### src/design/matmul_pkg.sv
package matmul_pkg;

    // element and datapath widths
    typedef logic [1:0] elem_t;
    typedef logic [3:0] prod_t;
    typedef logic [4:0] result_t;     // 0..18 in practice
    typedef logic [3:0] ram_addr_t;
    typedef logic [7:0] ram_data_t;
    typedef logic [1:0] rf_addr_t;
    typedef logic [7:0] bcd_t;        // tens in the upper nibble
    typedef logic [6:0] seg_t;        // a..g, active low

    localparam int        RAM_DEPTH = 12;
    localparam ram_addr_t B_BASE    = 4'd4;
    localparam ram_addr_t C_BASE    = 4'd8;
    localparam int        SCAN_W    = 10;   // 1024 clocks per digit

    typedef enum logic [3:0] {
        seq_idle,
        seq_read_a1,
        seq_load_a1,
        seq_load_a2,
        seq_load_b1,
        seq_load_b2,
        seq_multiply,
        seq_add,
        seq_write,
        seq_update,
        seq_finished
    } seq_state_t;

    typedef enum logic [1:0] {bcd_idle, bcd_shift, bcd_add, bcd_done} bcd_state_t;

    typedef enum logic [1:0] {disp_idle, disp_select, disp_convert, disp_show} disp_state_t;

endpackage

### src/design/matrix_loader.sv
`timescale 1ns/100ps

module matrix_loader (
    input  logic                  clk,
    input  logic                  rst,
    input  logic                  btn_left,
    input  logic [15:0]           switches,
    output logic                  load_we,
    output matmul_pkg::ram_addr_t load_addr,
    output matmul_pkg::ram_data_t load_data,
    output logic                  load_done
);

    logic [2:0]          count;        // next switch field, A11 first
    logic [2:0]          field_sel;
    logic                last_wr;
    logic                take;
    matmul_pkg::elem_t   field;

    assign field_sel = 3'd7 - count;                  // A11 sits in switches[15:14]
    assign field     = switches[{field_sel, 1'b0} +: 2];
    assign last_wr   = load_we && (load_addr == matmul_pkg::ram_addr_t'(7));
    assign take      = btn_left && !load_done && !last_wr;

    always_ff @(posedge clk) begin
        if (rst) begin
            count     <= '0;
            load_we   <= 1'b0;
            load_addr <= '0;
            load_done <= 1'b0;
        end else begin
            load_we <= take;              // releasing the button pauses here
            if (take) begin
                count     <= count + 3'd1;  // wraps after B22, take blocks it then
                load_addr <= {1'b0, count};
            end
            if (last_wr)
                load_done <= 1'b1;        // sticky until reset
        end
    end

    always_ff @(posedge clk) begin
        if (take)
            load_data <= {6'b000000, field};
    end

    a_no_write_after_done: assert property (@(posedge clk) disable iff (rst)
        load_done |-> !load_we);

endmodule

### src/design/operand_ram.sv
`timescale 1ns/100ps

module operand_ram (
    input  logic                  clk,
    input  logic                  rst,
    input  logic                  load_done,
    input  logic                  load_we,
    input  matmul_pkg::ram_addr_t load_addr,
    input  matmul_pkg::ram_data_t load_data,
    input  logic                  seq_we,
    input  matmul_pkg::ram_addr_t seq_addr,
    input  matmul_pkg::ram_data_t seq_wdata,
    output matmul_pkg::ram_data_t rd_data
);

    matmul_pkg::ram_data_t mem [matmul_pkg::RAM_DEPTH];
    logic                  we;
    matmul_pkg::ram_addr_t addr;
    matmul_pkg::ram_data_t wdata;

    // loader owns the port until the operands are in
    assign we    = load_done ? seq_we    : load_we;
    assign addr  = load_done ? seq_addr  : load_addr;
    assign wdata = load_done ? seq_wdata : load_data;

    always_ff @(posedge clk) begin
        if (rst) begin
            for (int i = 0; i < matmul_pkg::RAM_DEPTH; i++)
                mem[i] <= '0;
        end else if (we) begin
            mem[addr] <= wdata;
        end else begin
            rd_data <= mem[addr];    // one clock read latency
        end
    end

    a_addr_range: assert property (@(posedge clk) disable iff (rst)
        addr < matmul_pkg::RAM_DEPTH);

endmodule

### src/design/product_sequencer.sv
`timescale 1ns/100ps

module product_sequencer (
    input  logic                  clk,
    input  logic                  rst,
    input  logic                  btn_right,
    input  logic                  load_done,
    input  matmul_pkg::ram_data_t rd_data,
    input  matmul_pkg::result_t   sum,
    output logic                  seq_we,
    output matmul_pkg::ram_addr_t seq_addr,
    output matmul_pkg::ram_data_t seq_wdata,
    output logic                  rf_we,
    output matmul_pkg::rf_addr_t  rf_waddr,
    output logic                  acc_en,
    output logic                  acc_clear,
    output logic                  results_valid,
    output matmul_pkg::result_t   c11,
    output matmul_pkg::result_t   c12,
    output matmul_pkg::result_t   c21,
    output matmul_pkg::result_t   c22
);

    matmul_pkg::seq_state_t state;
    matmul_pkg::seq_state_t state_nxt;
    logic [1:0]             idx;          // {row, col} of the result element
    matmul_pkg::ram_addr_t  a1_addr;
    matmul_pkg::ram_addr_t  a2_addr;
    matmul_pkg::ram_addr_t  b1_addr;
    matmul_pkg::ram_addr_t  b2_addr;

    assign a1_addr = {2'b00, idx[1], 1'b0};
    assign a2_addr = {2'b00, idx[1], 1'b1};
    assign b1_addr = matmul_pkg::B_BASE + {3'b000, idx[0]};
    assign b2_addr = matmul_pkg::B_BASE + {3'b001, idx[0]};   // second row of B

    assign seq_wdata     = {3'b000, sum};
    assign results_valid = (state == matmul_pkg::seq_finished);
    // unused RAM data bits are read by the dot product unit, not here
    assign rf_waddr      = matmul_pkg::rf_addr_t'(state - matmul_pkg::seq_load_a1);

    ////////////////////////////////////////
    // state sequencing, nine cycles per element
    always_ff @(posedge clk) begin
        if (rst) begin
            state <= matmul_pkg::seq_idle;
            idx   <= '0;
        end else begin
            state <= state_nxt;
            if (state == matmul_pkg::seq_update)
                idx <= idx + 2'd1;
        end
    end

    always_comb begin
        state_nxt = matmul_pkg::seq_state_t'(state + 4'd1);
        case (state)
            matmul_pkg::seq_idle:
                state_nxt = (btn_right && load_done) ? matmul_pkg::seq_read_a1
                                                     : matmul_pkg::seq_idle;
            matmul_pkg::seq_update:
                state_nxt = (idx == 2'd3) ? matmul_pkg::seq_finished
                                          : matmul_pkg::seq_read_a1;
            matmul_pkg::seq_finished: state_nxt = matmul_pkg::seq_finished;  // holds
            default: ;
        endcase
    end

    always_comb begin
        seq_we    = 1'b0;
        seq_addr  = '0;
        rf_we     = 1'b0;
        acc_en    = 1'b0;
        acc_clear = 1'b0;
        case (state)
            matmul_pkg::seq_read_a1: seq_addr = a1_addr;
            matmul_pkg::seq_load_a1: begin
                rf_we    = 1'b1;
                seq_addr = a2_addr;
            end
            matmul_pkg::seq_load_a2: begin
                rf_we    = 1'b1;
                seq_addr = b1_addr;
            end
            matmul_pkg::seq_load_b1: begin
                rf_we    = 1'b1;
                seq_addr = b2_addr;
            end
            matmul_pkg::seq_load_b2: rf_we = 1'b1;
            matmul_pkg::seq_add:     acc_en = 1'b1;
            matmul_pkg::seq_write: begin
                seq_we   = 1'b1;
                seq_addr = matmul_pkg::C_BASE + {2'b00, idx};
            end
            matmul_pkg::seq_update:  acc_clear = 1'b1;
            default: ;
        endcase
    end

    // local copy of C for the display
    always_ff @(posedge clk) begin
        if (state == matmul_pkg::seq_write) begin
            case (idx)
                2'd0: c11 <= sum;
                2'd1: c12 <= sum;
                2'd2: c21 <= sum;
                default: c22 <= sum;
            endcase
        end
    end

    a_rf_quiet_in_idle: assert property (@(posedge clk) disable iff (rst)
        (state == matmul_pkg::seq_idle) |-> !rf_we);

endmodule

### src/design/dot_product_unit.sv
`timescale 1ns/100ps

module dot_product_unit (
    input  logic                  clk,
    input  logic                  rst,
    input  logic                  rf_we,
    input  matmul_pkg::rf_addr_t  rf_waddr,
    input  matmul_pkg::ram_data_t rd_data,
    input  logic                  acc_en,
    input  logic                  acc_clear,
    output matmul_pkg::result_t   sum
);

    // entries: 0 = A row elem 1, 1 = A row elem 2, 2 = B col elem 1, 3 = B col elem 2
    matmul_pkg::elem_t rf [4];
    matmul_pkg::prod_t p0;
    matmul_pkg::prod_t p1;

    always_ff @(posedge clk) begin
        if (rf_we)
            rf[rf_waddr] <= rd_data[1:0];   // RAM words are zero padded
    end

    assign p0 = rf[0] * rf[2];
    assign p1 = rf[1] * rf[3];

    ////////////////////////////////////////
    // sum register
    always_ff @(posedge clk) begin
        if (rst || acc_clear)
            sum <= '0;
        else if (acc_en)
            sum <= {1'b0, p0} + {1'b0, p1};   // carry into bit 4
    end

endmodule

### src/design/bcd_converter.sv
`timescale 1ns/100ps

module bcd_converter (
    input  logic                clk,
    input  logic                rst,
    input  logic                conv_start,
    input  matmul_pkg::result_t bin_in,
    output matmul_pkg::bcd_t    bcd_out,
    output logic                conv_done
);

    matmul_pkg::bcd_state_t state;
    logic [12:0]            work;      // tens, ones, binary
    logic [2:0]             shifts;

    function automatic logic [3:0] add3(input logic [3:0] d);
        return (d > 4'd4) ? d + 4'd3 : d;
    endfunction

    assign conv_done = (state == matmul_pkg::bcd_done);

    always_ff @(posedge clk) begin
        if (rst) begin
            state  <= matmul_pkg::bcd_idle;
            shifts <= '0;
        end else begin
            case (state)
                matmul_pkg::bcd_idle:
                    if (conv_start) begin
                        state  <= matmul_pkg::bcd_shift;   // digits start at zero
                        shifts <= '0;
                    end
                matmul_pkg::bcd_add: state <= matmul_pkg::bcd_shift;
                matmul_pkg::bcd_shift: begin
                    shifts <= shifts + 3'd1;
                    state  <= (shifts == 3'd4) ? matmul_pkg::bcd_done : matmul_pkg::bcd_add;
                end
                default: state <= matmul_pkg::bcd_idle;    // done lasts one clock
            endcase
        end
    end

    ////////////////////////////////////////
    // shift-and-add-3 datapath
    always_ff @(posedge clk) begin
        case (state)
            matmul_pkg::bcd_idle:
                if (conv_start)
                    work <= {8'h00, bin_in};
            matmul_pkg::bcd_add: begin
                work[12:9] <= add3(work[12:9]);
                work[8:5]  <= add3(work[8:5]);
            end
            matmul_pkg::bcd_shift: begin
                work <= {work[11:0], 1'b0};
                if (shifts == 3'd4)
                    bcd_out <= work[11:4];    // digits after the last shift
            end
            default: ;
        endcase
    end

    a_digits_decimal: assert property (@(posedge clk) disable iff (rst)
        conv_done |-> (bcd_out[7:4] <= 4'd9) && (bcd_out[3:0] <= 4'd9));

endmodule

### src/design/result_display.sv
`timescale 1ns/100ps

module result_display (
    input  logic                clk,
    input  logic                rst,
    input  logic                results_valid,
    input  logic                btn_up,
    input  logic                btn_left,
    input  logic                btn_right,
    input  logic                btn_down,
    input  matmul_pkg::result_t c11,
    input  matmul_pkg::result_t c12,
    input  matmul_pkg::result_t c21,
    input  matmul_pkg::result_t c22,
    input  matmul_pkg::bcd_t    bcd_out,
    input  logic                conv_done,
    output logic                conv_start,
    output matmul_pkg::result_t bin_in,
    output logic [3:0]          anode,
    output matmul_pkg::seg_t    seg,
    output logic                dp
);

    matmul_pkg::disp_state_t        state;
    matmul_pkg::result_t            pick;
    matmul_pkg::bcd_t               digits;
    logic                           digits_valid;
    logic                           press;
    logic                           blank;
    logic [3:0]                     digit;
    logic [matmul_pkg::SCAN_W-1:0]  scan_cnt;

    function automatic matmul_pkg::seg_t seg_of(input logic [3:0] d);
        case (d)    // a..g, low lights the segment
            4'd0:    return 7'b0000001;
            4'd1:    return 7'b1001111;
            4'd2:    return 7'b0010010;
            4'd3:    return 7'b0000110;
            4'd4:    return 7'b1001100;
            4'd5:    return 7'b0100100;
            4'd6:    return 7'b0100000;
            4'd7:    return 7'b0001111;
            4'd8:    return 7'b0000000;
            4'd9:    return 7'b0001100;
            default: return 7'b1111111;
        endcase
    endfunction

    // up, left, right, down in priority order
    assign pick = btn_up   ? c11 :
                  btn_left ? c12 :
                  btn_right ? c21 : c22;
    assign press = results_valid && (btn_up || btn_left || btn_right || btn_down)
                   && (state == matmul_pkg::disp_idle || state == matmul_pkg::disp_show);
    assign conv_start = (state == matmul_pkg::disp_select);

    always_ff @(posedge clk) begin
        if (rst) begin
            state        <= matmul_pkg::disp_idle;
            digits_valid <= 1'b0;
        end else if (press) begin
            state <= matmul_pkg::disp_select;
        end else if (state == matmul_pkg::disp_select) begin
            state <= matmul_pkg::disp_convert;
        end else if (state == matmul_pkg::disp_convert && conv_done) begin
            state        <= matmul_pkg::disp_show;
            digits_valid <= 1'b1;   // old digits stay up meanwhile
        end
    end

    always_ff @(posedge clk) begin
        if (press)
            bin_in <= pick;
        if (state == matmul_pkg::disp_convert && conv_done)
            digits <= bcd_out;
    end

    ////////////////////////////////////////
    // digit scan, active-low anodes
    always_ff @(posedge clk) begin
        if (rst) begin
            scan_cnt <= '0;
            anode    <= 4'b1110;
        end else begin
            scan_cnt <= scan_cnt + 1'b1;
            if (&scan_cnt)
                anode <= {anode[2:0], anode[3]};
        end
    end

    assign blank = !digits_valid || !anode[2] || !anode[3];   // upper two digits stay dark
    assign digit = anode[0] ? digits[7:4] : digits[3:0];
    assign seg   = blank ? 7'b1111111 : seg_of(digit);
    assign dp    = 1'b1;

endmodule

### src/design/matmul_top.sv
`timescale 1ns/100ps

module matmul_top (
    input  logic             clk,
    input  logic             rst,
    input  logic             btn_up,
    input  logic             btn_left,
    input  logic             btn_right,
    input  logic             btn_down,
    input  logic [15:0]      switches,
    output matmul_pkg::seg_t seg,
    output logic             dp,
    output logic [3:0]       anode,
    output logic             load_done,
    output logic             fsm_done
);

    // load stage to RAM
    logic                  load_we;
    matmul_pkg::ram_addr_t load_addr;
    matmul_pkg::ram_data_t load_data;

    // compute stage
    logic                  seq_we;
    matmul_pkg::ram_addr_t seq_addr;
    matmul_pkg::ram_data_t seq_wdata;
    matmul_pkg::ram_data_t rd_data;
    logic                  rf_we;
    matmul_pkg::rf_addr_t  rf_waddr;
    logic                  acc_en;
    logic                  acc_clear;
    matmul_pkg::result_t   sum;
    matmul_pkg::result_t   c11;
    matmul_pkg::result_t   c12;
    matmul_pkg::result_t   c21;
    matmul_pkg::result_t   c22;

    // convert and display stage
    logic                  conv_start;
    logic                  conv_done;
    matmul_pkg::result_t   bin_in;
    matmul_pkg::bcd_t      bcd_out;

    matrix_loader u_loader (
        .clk, .rst, .btn_left, .switches,
        .load_we, .load_addr, .load_data, .load_done
    );

    operand_ram u_ram (
        .clk, .rst, .load_done, .load_we, .load_addr, .load_data,
        .seq_we, .seq_addr, .seq_wdata, .rd_data
    );

    product_sequencer u_seq (
        .clk, .rst, .btn_right, .load_done, .rd_data, .sum,
        .seq_we, .seq_addr, .seq_wdata, .rf_we, .rf_waddr, .acc_en, .acc_clear,
        .results_valid(fsm_done), .c11, .c12, .c21, .c22
    );

    dot_product_unit u_dot (
        .clk, .rst, .rf_we, .rf_waddr, .rd_data, .acc_en, .acc_clear, .sum
    );

    bcd_converter u_bcd (
        .clk, .rst, .conv_start, .bin_in, .bcd_out, .conv_done
    );

    result_display u_disp (
        .clk, .rst, .results_valid(fsm_done),
        .btn_up, .btn_left, .btn_right, .btn_down,
        .c11, .c12, .c21, .c22, .bcd_out, .conv_done,
        .conv_start, .bin_in, .anode, .seg, .dp
    );

endmodule

### config.mk
export PLATFORM = sky130hd
export DESIGN_NAME = matmul_top
export DESIGN_NICKNAME = d
export VERILOG_FILES = /design/src/design/matmul_pkg.sv /design/src/design/matrix_loader.sv /design/src/design/operand_ram.sv /design/src/design/product_sequencer.sv /design/src/design/dot_product_unit.sv /design/src/design/bcd_converter.sv /design/src/design/result_display.sv /design/src/design/matmul_top.sv
export SDC_FILE = /design/constraint.sdc
export NUM_CORES = 1
export LEC_CHECK = 0
export BUFFER_PORTS_ARGS = -buffer_cell sky130_fd_sc_hd__buf_2
export CORE_ASPECT_RATIO = 0.7
export CORE_MARGIN = 2
export CORE_UTILIZATION = 45
export DETAILED_ROUTE_END_ITERATION = 10
export SYNTH_ARGS = -nofsm -noshare
export SYNTH_HDL_FRONTEND = slang
export SYNTH_SLANG_ARGS = --single-unit
### constraint.sdc
create_clock -name clk -period 2.15 [get_ports clk]
set_input_delay 0.3225 -clock clk [delete_from_list [all_inputs] [get_ports clk]]
set_output_delay 0.3225 -clock clk [all_outputs]
set_load 0.01 [all_outputs]
### Word level (Yosys, flattened, before mapping)

Memories as Yosys holds them, arrays and structs flattened. A register that Yosys moved wholly into a read port is not among the register bits.
Index checks and enable logic that the tools add are counted.

| cells by class | value |
|---|---|
| add/sub/neg operators | 13 |
| multiply operators | 2 |
| order comparisons | 2 |
| eq/ne operators | 23 |
| shift operators | 1 |
| muxes and demuxes | 39 |
| bitwise operators | 5 |
| reductions and logical operators | 42 |

Operator list:

| cell | number |
|---|---|
| $mux 5 | 5 |
| $mux 4 | 6 |
| $pmux 8 s3 | 1 |
| $pmux 4 s5 | 1 |
| $mux 1 | 16 |
| $shiftx 16x5->2 | 1 |
| $reduce_and 2->1 | 7 |
| $mux 13 | 1 |
| $eq 2x2->1 const B | 6 |
| $eq 4x3->1 const B | 3 |
| $eq 4x4->1 const B | 3 |
| $pmux 4 s3 | 1 |
| $add 10x1->10 const B | 1 |
| $pmux 5 s2 | 1 |
| $reduce_and 10->1 | 1 |
| $reduce_and 3->1 | 3 |
| $add 4x2->4 const B | 2 |
| $eq 4x2->1 const B | 2 |
| $gt 4x3->1 const B | 2 |
| $mul 2x2->4 | 2 |
| $logic_and 1x1->1 | 7 |
| $logic_or 1x1->1 | 7 |
| $mux 7 | 1 |
| $add 3x1->3 const B | 2 |
| other kinds (27) | 45 |

| word-level totals | value |
|---|---|
| register bits | 97 |
| RAM bits | 68 |
| memory bits (read-only) | 112 |
| bits of input ports | 22 |
| output and inout port bits | 14 |
| word-level logic and storage cells | 155 |
| memories | 3 |

Memory list:

| name | depth | width | rd ports | clocked after Yosys merged registers in | write ports | line | RTL |
|---|---|---|---|---|---|---|---|
| (name not given) | 16 | 7 | 1 | 0 | 0 | result_display.sv:34 | `case (d)` |
| u_ram.mem | 12 | 5 | 1 | 1 | 12 | operand_ram.sv:16 | `matmul_pkg::ram_data_t mem [matmul_pkg::RAM_DEPTH];` |
| u_dot.rf | 4 | 2 | 4 | 0 | 1 | dot_product_unit.sv:15 | `matmul_pkg::elem_t rf [4];` |

### Longest topological paths before layout

Gate-level depths: netlist (run 1).

| logic depth | value |
|---|---|
| depth after elaboration | 8 |
| gate-level depth with buffers | 10 |
| depth with buffers taken out | 9 |

### Hierarchy

Synthesis (run 1) repeated with hierarchy kept, for this count alone.

| second synthesis, totals | value |
|---|---|
| cell total of the unflattened synthesis | 1021 |
| area, all modules | 12205.5 um^2 |

Modules (own cells, without submodules):

| module | instances | cells an instance | area each (um^2) | sequential area each (um^2) |
|---|---|---|---|---|
| operand_ram | 1 | 542 | 6715.2 | 4083.9 |
| result_display | 1 | 159 | 1664.1 | 730.7 |
| bcd_converter | 1 | 110 | 1326.3 | 730.7 |
| product_sequencer | 1 | 102 | 1249.9 | 720.7 |
| dot_product_unit | 1 | 53 | 669.4 | 340.3 |
| matrix_loader | 1 | 55 | 580.6 | 220.2 |

### Worst setup path before layout (run 1)

Ideal clock, no wire load.

| path | value |
|---|---|
| path kind | flip-flop to flip-flop |
| from | register u_seq.state[0] |
| to | register u_ram.rd_data[0] (read register of u_ram.mem), data pin |
| setup time | 272 ps |
| arrival time | 2083 ps |
| path slack | -205 ps |
| cell stages (with the launch flop) | 9 |
| buffers on the path | 0 |
| clock period less this slack | 2355 ps |
| path through | dfxtp_1 inv_1 ha_1 or3b_1 a31oi_1 o21ai_2 mux2i_1 o32ai_1 or4_1 |

| on the way | value |
|---|---|
| word-level cells in the longest chain between the ends | 5 |
| elaborated cells between the ends (all ways) | 11 |
| classes of those cells | 5 x eq/ne; 4 x mux; 1 x bitwise; 1 x reduce/logical |

RTL lines:

| element | line | RTL |
|---|---|---|
| from (decl) | product_sequencer.sv:24 | `matmul_pkg::seq_state_t state;` |
| from (signal assigned) | product_sequencer.sv:46 | `state <= matmul_pkg::seq_idle;` |
| from (signal assigned) | product_sequencer.sv:49 | `state <= state_nxt;` |
| $eq 4x4->1 | product_sequencer.sv:75 | `case (state)` |
| $mux 1 | product_sequencer.sv:75 |  |
| $mux 1 | operand_ram.sv:22 | `assign we = load_done ? seq_we : load_we;` |
| $not 1->1 (no source line) | - |  |
| $reduce_and 2->1 (no source line) | - |  |
| to (decl) | operand_ram.sv:13 | `output matmul_pkg::ram_data_t rd_data` |

Parallel ways exist; a longest one is shown, timed or not.
A chain may end at the register's enable or synchronous reset.

### Worst setup path in the final report (run 1)

Ends and elaborated chain as after synthesis.

==> run summary, run 1 <==
Worst-Skew Late Latency = 420 ps
DP HPWL = 9353 um
Initial DRT Pass Iterations = 5
Final nets = 724
# diodes = 0
Avg WL per Cell = 15.23 um
Final ANT Viol Nets = 0
DR vias = 4458
Area Growth Syn to Fin = 25.37%
synthesized netlist net count = 647
gpl congestion = 0.8012
top_reg_cell synth = edfxtp_1
routed wire length = 13160 um
global-route wire length before repair = 21680 um
most frequent cells in the layout = 90 x edfxtp_1, 68 x nor2_1, 43 x buf_4, 42 x nand2_1, 38 x dfxtp_1
Final Util = 57.91%
crit share post-route = 106.5%
Rows = 36
Max-cap violations = 0
CTS tree = built
pre-CTS setup slack = -265.4 ps
maximum vdd drop = 0.0004842 V
flop-to-flop setup slack = -140 ps
Slowest-stage cell, CP = or4_1
min cycle time layout = 2289 ps
Setup Skew = 9.010 ps
final-layout fill cell count = 1172
vias in the first global route = 4452
EDFF count, synth = 90
HP Class = in -> reg
pwr/cell area = 757.3 nW/um2
Setup Viol. Count Final = 21
CTS H-tree lvls = 4
final hold viol count = 0
failing checks = negative setup slack
CP endpoint kind = register
RSZ-0062 raised after global routing = yes
worst path arrival time = 2440 ps
synthesized area = 6450 um2
leakage = 3.063 nW
clock-pin transition on the worst setup and hold timing paths = 60 ps
synthesized flop and latch total = 131
Starting DRT DRC Count = 260
gr ovfl total = 0
Top-Level Pins = 36
CTS Hold Bufs = 0
slowest stage delay, CP = 500 ps
Max Clk Rate = 436.8 MHz
setup TNS = -1091 ps
Die ar. = 15320 um2
number of port buffers = 34
clk root buf = clkbuf_16
GR Util All Layers = 18.06%
pin count of the biggest net entering global routing = 32
sequential fraction of the synthesis area = 54.63%
commonest non-fill, non-tap cell in the layout = edfxtp_1
Slew Limit Fails = 0
Ys Warns = 0
initial antenna violation count = 0
DIE HEIGHT = 104.2 um
status = finished, violations left
Sink Count = 131
layout cells sized above 1 = 27.45%
initial cell density of the core = 46.19%
Critical Path RT = 2310 ps
overall power = 0.006124 W
die width = 147.1 um
drt via density = 5.160
Distinct cells, synth = 50
Setup Crit Path Kind = reg -> reg
syn avg cell area = 11.04 um2
core area = 13960 um2
Max clock buf depth = 2
startpoint types = register
DRC Markers = 0
register area = 3530 um2
worst-path maximum fanout = 5
multi-input logic area = 3025 um2
cell chain of the critical path = inv_2 -> ha_4 -> or3b_4 -> a31oi_4 -> o21ai_4 -> mux2i_1 -> o32ai_1 -> or4_1
Final WS setup = -139.4 ps
Post-Syn Instances = 584
Synth async-reset ratio = 0%
TritonCTS Buffers = 17
## what timing repair did
item / CTS / global route
cloned: 1 / 0
gates resized for setup: 49 / 32
pin swaps: 26 / 15
setup endpoints to repair: 47 / 46
buffers inserted: 3 / 5
## flip-flops by register name (all words and copies together) (netlist names), 2 cells and up
name	count
u_bcd.shifts	3
u_seq.state	4
u_disp.anode	4
u_seq.c21	5
u_ram.rd_data	2
u_seq.c12	5
u_loader.load_data	2
u_loader.load_addr	3
u_disp.digits	8
u_disp.bin_in	5
u_dot.rf	8
u_seq.c22	5
u_dot.sum	5
u_bcd.bcd_out	8
u_bcd.work	13
u_loader.count	3
u_bcd.state	2
u_seq.c11	5
u_ram.mem	24
u_seq.idx	2
u_disp.state	2
u_disp.scan_cnt	10
## Yosys cell counts (7+ instances only)
cell      instances  area (um2)
xnor2_1           9       78.83
edfxtp_1         90        2703
nand2_1          48       180.2
inv_1            38       142.6
dfxtp_1          41       820.8
mux2_2           10       112.6
o21bai_1         12       90.09
a22oi_1           7       52.55
clkbuf_1         21       78.83
o21ai_0          21       105.1
a211oi_1          7       52.55
and2_1            9       56.30
and3_1            9       56.30
nor2b_1          11       68.82
nand3_1          14       70.07
mux2i_1          27       270.3
a21oi_1          26       130.1
ha_1             38       475.5
nor2_1           70       262.8
nand2b_1          9       56.30
## metal layers
metal / track usage [%] / wire length, um / vias to the layer above / part of all wire (%)
met2: 27.64 / 6019 / 78 / 46
met4: 7.349 / 149 / 0 / 1.1
li1: - / - / 2223 / -
met3: 4.737 / 524 / 15 / 4.0
met5: 0 / 0 / - / 0
met1: 24.53 / 6466 / 2142 / 49
## per-stage QoR
| step | instance area, um2 | hold slack, ps | instances |
|---|---|---|---|
| floorplan | 6490 | 400.3 | 584 |
| global placement | 7088 | 400.4 | 823 |
| detailed placement | 7088 | 405.4 | 823 |
| CTS | 7905 | 309.5 | 859 |
| global route | 8087 | 347.9 | 864 |
| finish | 8087 | 322.7 | 864 |
## layout make-up
type / count / share of cell area [%]
inverters: 39 / 1.810
flip-flops and latches: 131 / 43.65
well taps: 190 / 2.940
repair buffers: 83 / 6.932
clock inverters: 11 / 1.687
multi-input cells: 389 / 37.41
clock buffers: 21 / 5.570
## where the power goes
group / switching, W / total (W) / internal (W)
clock: 0.00104 / 0.00288 / 0.00184
sequential: 0.0000620 / 0.00284 / 0.00278
combinational: 0.000217 / 0.000407 / 0.000190
## cells by family (layout without fill, tap and decap cells)
| family | count (synthesis) | after routing | share of synthesized area, % |
|---|---|---|---|
| other | 1 | 1 | 0.05814 |
| AO/OA/AOI/OAI | 100 | 101 | 10.09 |
| XOR/XNOR | 15 | 15 | 2.037 |
| AND/OR/NAND/NOR | 190 | 190 | 13.66 |
| flip-flops | 131 | 131 | 54.63 |
| multiplexers | 41 | 41 | 7.333 |
| adder cells (fa/ha/maj) | 41 | 41 | 8.303 |
| buffers and inverters | 65 | 154 | 3.899 |
## path summary, 6_finish.rpt
path / cells after the start / startpoint / to
max: 8 / u_seq.state[0] / u_ram.rd_data[0]
min reg2reg: 0 / u_bcd.bcd_out[2] / u_disp.digits[2]
max reg2reg: 8 / u_seq.state[0] / u_ram.rd_data[0]
min: 3 / btn_up / u_disp.bin_in[1]
## critical path: cells and delay by family, from the launching register on
family,cells,cell delay [ps]
AOI/OAI and AO/OA,3,400
DFF,1,340
adders and majority gates,1,140
and+or+nand+nor,2,890
muxes,1,190
buffers and inverters,1,70
Note: power is estimated with default switching activity, not from simulation.
==> run 2, diff against run 1 <==
Settings changed: ABC_AREA set to 1.
==> run 2 against run 1 <==
The flow still finishes with violations (negative setup slack). Routed wire length increased by 3.5%. Non-clock buffer count decreased by 1. Cell count increased by 13%. Cell area decreased by 1.2%. Clock power increased by 2%. Clock skew increased by 1.5 ps. Critical path type is now reg -> out. Critical endpoint is now seg[6]. Largest power group is now registers.
==> run summary, run 2 <==
status = finished, violations left
failing checks = negative setup slack
commonest non-fill, non-tap cell in the layout = nand2_1
top-count cell post-synth = nand2_1
Top-Level Pins = 36 (unchanged)
pin count of the biggest net entering global routing = 25 (-22%)
CP endpoint = seg[6]
synth top area cells = edfxtp_1 42%, dfxtp_1 13%, nand2_1 8.3%
gpl congestion = 0.7900 (-1.4%)
Critical Path Start = u_disp.anode[0]
routed wire length = 13620 um (+3.5%)
met3 Resource Use GR = 4.141% (-0.60 points)
GR Util All Layers = 18.30% (+0.24 points)
Setup Crit Path Kind = reg -> out
Critical Path RT = 1830 ps (-480 ps)
initial cell density of the core = 45.96% (-0.23 points)
gr ovfl total = 0 (unchanged)
number of flip-flops under the largest register name = 24 (unchanged)
DIE HEIGHT = 103.8 um (-0.39%)
core area = 13920 um2 (-0.32%)
Avg WL per Cell = 14.00 um (-8.1%)
Die ar. = 15200 um2 (-0.79%)
Sw Ratio = 26.17% (+4.6 points)
slowest stage delay, CP = 340 ps (-160 ps)
Worst-Margin Slew = 514.6 ps
flop-to-flop setup slack = -70 ps (+70 ps)
startpoint types = register
Top reg by flops = u_ram.mem
number of port buffers = 34 (unchanged)
Starting DRT DRC Count = 242 (-6.9%)
Post-Syn Instances = 684 (+17%)
crit share post-route = 103.7% (-2.7 points)
DR vias = 4853 (+8.9%)
Final nets = 833 (+15%)
Slew Limit Fails = 0 (unchanged)
CTS H-tree lvls = 4 (unchanged)
Area Growth Syn to Fin = 24.94%
met2 usage = 27.93% (+0.29 points)
Relative slew margins = 65.57%
CTS Hold Bufs = 0 (unchanged)
cell chain of the critical path = inv_2 -> or2_4 -> o21ai_2 -> buf_6 -> buf_6 -> nand2_4 -> a21oi_4 -> o21ai_1 -> buf_2
Slowest-stage cell, CP = dfxtp_2
R2R depth = 6 (-2)
maximum vdd drop = 0.0005883 V (+21%)
worst-path maximum fanout = 6 (+1)
Distinct cells, synth = 42 (-16%)
Initial DRT Pass Iterations = 5 (unchanged)
DRC Markers = 0 (unchanged)
Setup Viol. Count Final = 9 (-57%)
Pint = 0.005027 W (+4.6%)
Synth async-reset ratio = 0% (unchanged)
CTS tree = built
Final WS setup = -80.59 ps (+58.81 ps)
syn avg cell area = 9.353 um2 (-15%)
Clk network pwr share = 43.4% (-3.6 points)
Max-cap violations = 0 (unchanged)
Final Instance Count excl. Fillers = 973 (+13%)
# diodes = 0 (unchanged)
clock-pin transition on the worst setup and hold timing paths = 60 ps (about the same)
DP HPWL = 9260 um (-0.99%)
synthesized netlist net count = 747 (+15%)
final hold viol count = 0 (unchanged)
initial antenna violation count = 0 (unchanged)
EDFF count, synth = 90 (unchanged)
Final ANT Viol Nets = 0 (unchanged)
Rows = 36 (unchanged)
Largest regs = u_ram.mem x24, u_bcd.work x13, u_disp.scan_cnt x10
pwr/cell area = 851.9 nW/um2 (+12%)
die width = 146.5 um (-0.40%)
synthesized flop and latch total = 131 (unchanged)
vias in the first global route = 4755 (+6.8%)
area leader, netlist = edfxtp_1
Worst-Skew Late Latency = 420 ps (about the same)
RSZ-0062 raised after global routing = yes
synthesized area = 6397 um2 (-0.81%)
grt met1 use = 25.25% (+0.72 points)
GRT busiest layer = met2
placed insts = 915 (+11%)
Worst R2R End = u_dot.sum[2]
worst path arrival time = 1910 ps (-530 ps)
Final Util = 57.43% (-0.49 points)
layout cells sized above 1 = 23.24% (-4.2 points)
global-route wire length before repair = 22250 um (+2.6%)
synth cell count leaders = 142 x nand2_1, 90 x edfxtp_1, 86 x nor2_1
most frequent cells in the layout = 136 x nand2_1, 90 x edfxtp_1, 84 x nor2_1, 69 x inv_1, 42 x buf_4
min cycle time layout = 2231 ps (-58.81 ps)
r2r startpoint = u_dot.rf[0][0]
logic gate share of total power = 12.1% (+5.5 points)
Max clock buf depth = 2 (unchanged)
sw power = 0.001782 W (+35%)
Ys Warns = 0 (unchanged)
top_reg_cell synth = edfxtp_1
drt via density = 4.988 (-3.3%)
Sink Count = 131 (unchanged)
Setup Skew = 10.49 ps (+1.478 ps)
CP endpoint kind = output port
Max Clk Rate = 448.3 MHz (+2.6%)
sequential fraction of the synthesis area = 55.08% (+0.45 points)
share of total power in sequential cells = 44.5% (-1.9 points)
HP Class = in -> reg
TritonCTS Buffers = 17 (unchanged)
clk root buf = clkbuf_16
leakage = 3.202 nW (+4.6%)
most frequent CP cell = buf_6
top cell type's share of synthesized area = 42.25% (+0.34 points)
==> run 2: cell types whose count changed in the layout (fill, tap and decap cells not counted), sizes merged, moves of 11 or more <==
cell and change:
nand2 +103, inv +46, nand3 +23, mux2i -22
nor2 +20, o21ai +20, a21oi +19, o21bai -12
nor2b -11
==> run 2: cells by family (layout without fill, tap and decap cells) <==
family,Yosys count,after routing,share of synthesized area [%]
simple gates,294,294,19.46
other cells,1,1,0.05862
xor+xnor,3,3,0.4108
buf+inv,98,197,6.004
mux,5,5,0.7824
fa+ha+maj,41,41,8.371
flops,131,131,55.08
compound gates,111,111,9.838
==> run 2: timing repair <==
action                     CTS  global route
pin swaps                   21            20
setup endpoints to repair   19            50
hold endpoints to repair     0             0
resized for setup           46            26
setup buffers               19            10
==> run 2: through the flow <==
step / setup slack (ps) / instance area (um2) / power (W) / hold WS (ps) / setup TNS [ps]
finish: -80.59 / 7993 / 0.006809 / 246.9 / -408.3
global route: -175.1 / 7993 / 0.007081 / 252.5 / -1220
CTS: -45.53 / 7824 / 0.006825 / 243.3 / -184.7
detailed placement: -140.9 / 6903 / 0.003876 / 405.4 / -369.6
global placement: -77.96 / 6903 / 0.003842 / 409.5 / -187.0
floorplan: -11.72 / 6402 / 0.003600 / 400.3 / -20.61
==> run 2: power groups by stage <==
stage               Sequential (W)  Clock (W)  Combinational (W)
finish                     0.00303    0.00295           0.000824
global route               0.00305    0.00310           0.000927
CTS                        0.00303    0.00299           0.000807
detailed placement         0.00308          0           0.000795
global placement           0.00307          0           0.000769
floorplan                  0.00304          0           0.000564
==> run 2: worst min path at each step <==
stage / from / cells past startpoint / endpoint
2_1_floorplan: u_bcd.bcd_out[0] / 0 / u_disp.digits[0]
3_3_place_gp: u_bcd.bcd_out[4] / 0 / u_disp.digits[4]
3_5_place_dp: u_bcd.bcd_out[4] / 0 / u_disp.digits[4]
4_1_cts: rst / 2 / u_disp.scan_cnt[0]
5_1_grt: rst / 2 / u_disp.scan_cnt[0]
6_report: rst / 2 / u_disp.scan_cnt[0]
==> run 2: final cells by class <==
class / instances / area [um2]
well taps: 190 / 237.7
clock inverters: 11 / 111.4
inverters: 83 / 319.1
repair buffers: 82 / 553.0
fillers: 1184 / 5926
multi-input cells: 455 / 2731
clock buffers: 21 / 514.2
flip-flops and latches: 131 / 3526
==> run 2: worst max-delay path: cells and delay by family, from the launching register on <==
family          cells  cell delay (ps)
flops               1              340
simple gates        2              290
buf+inv             4              490
compound gates      3              360
==> run 2: routing by layer <==
metal	up-vias	wire length (um)
li1	2454	-
met1	2269	6677
met2	114	6096
met3	16	638
met4	0	210
met5	-	0
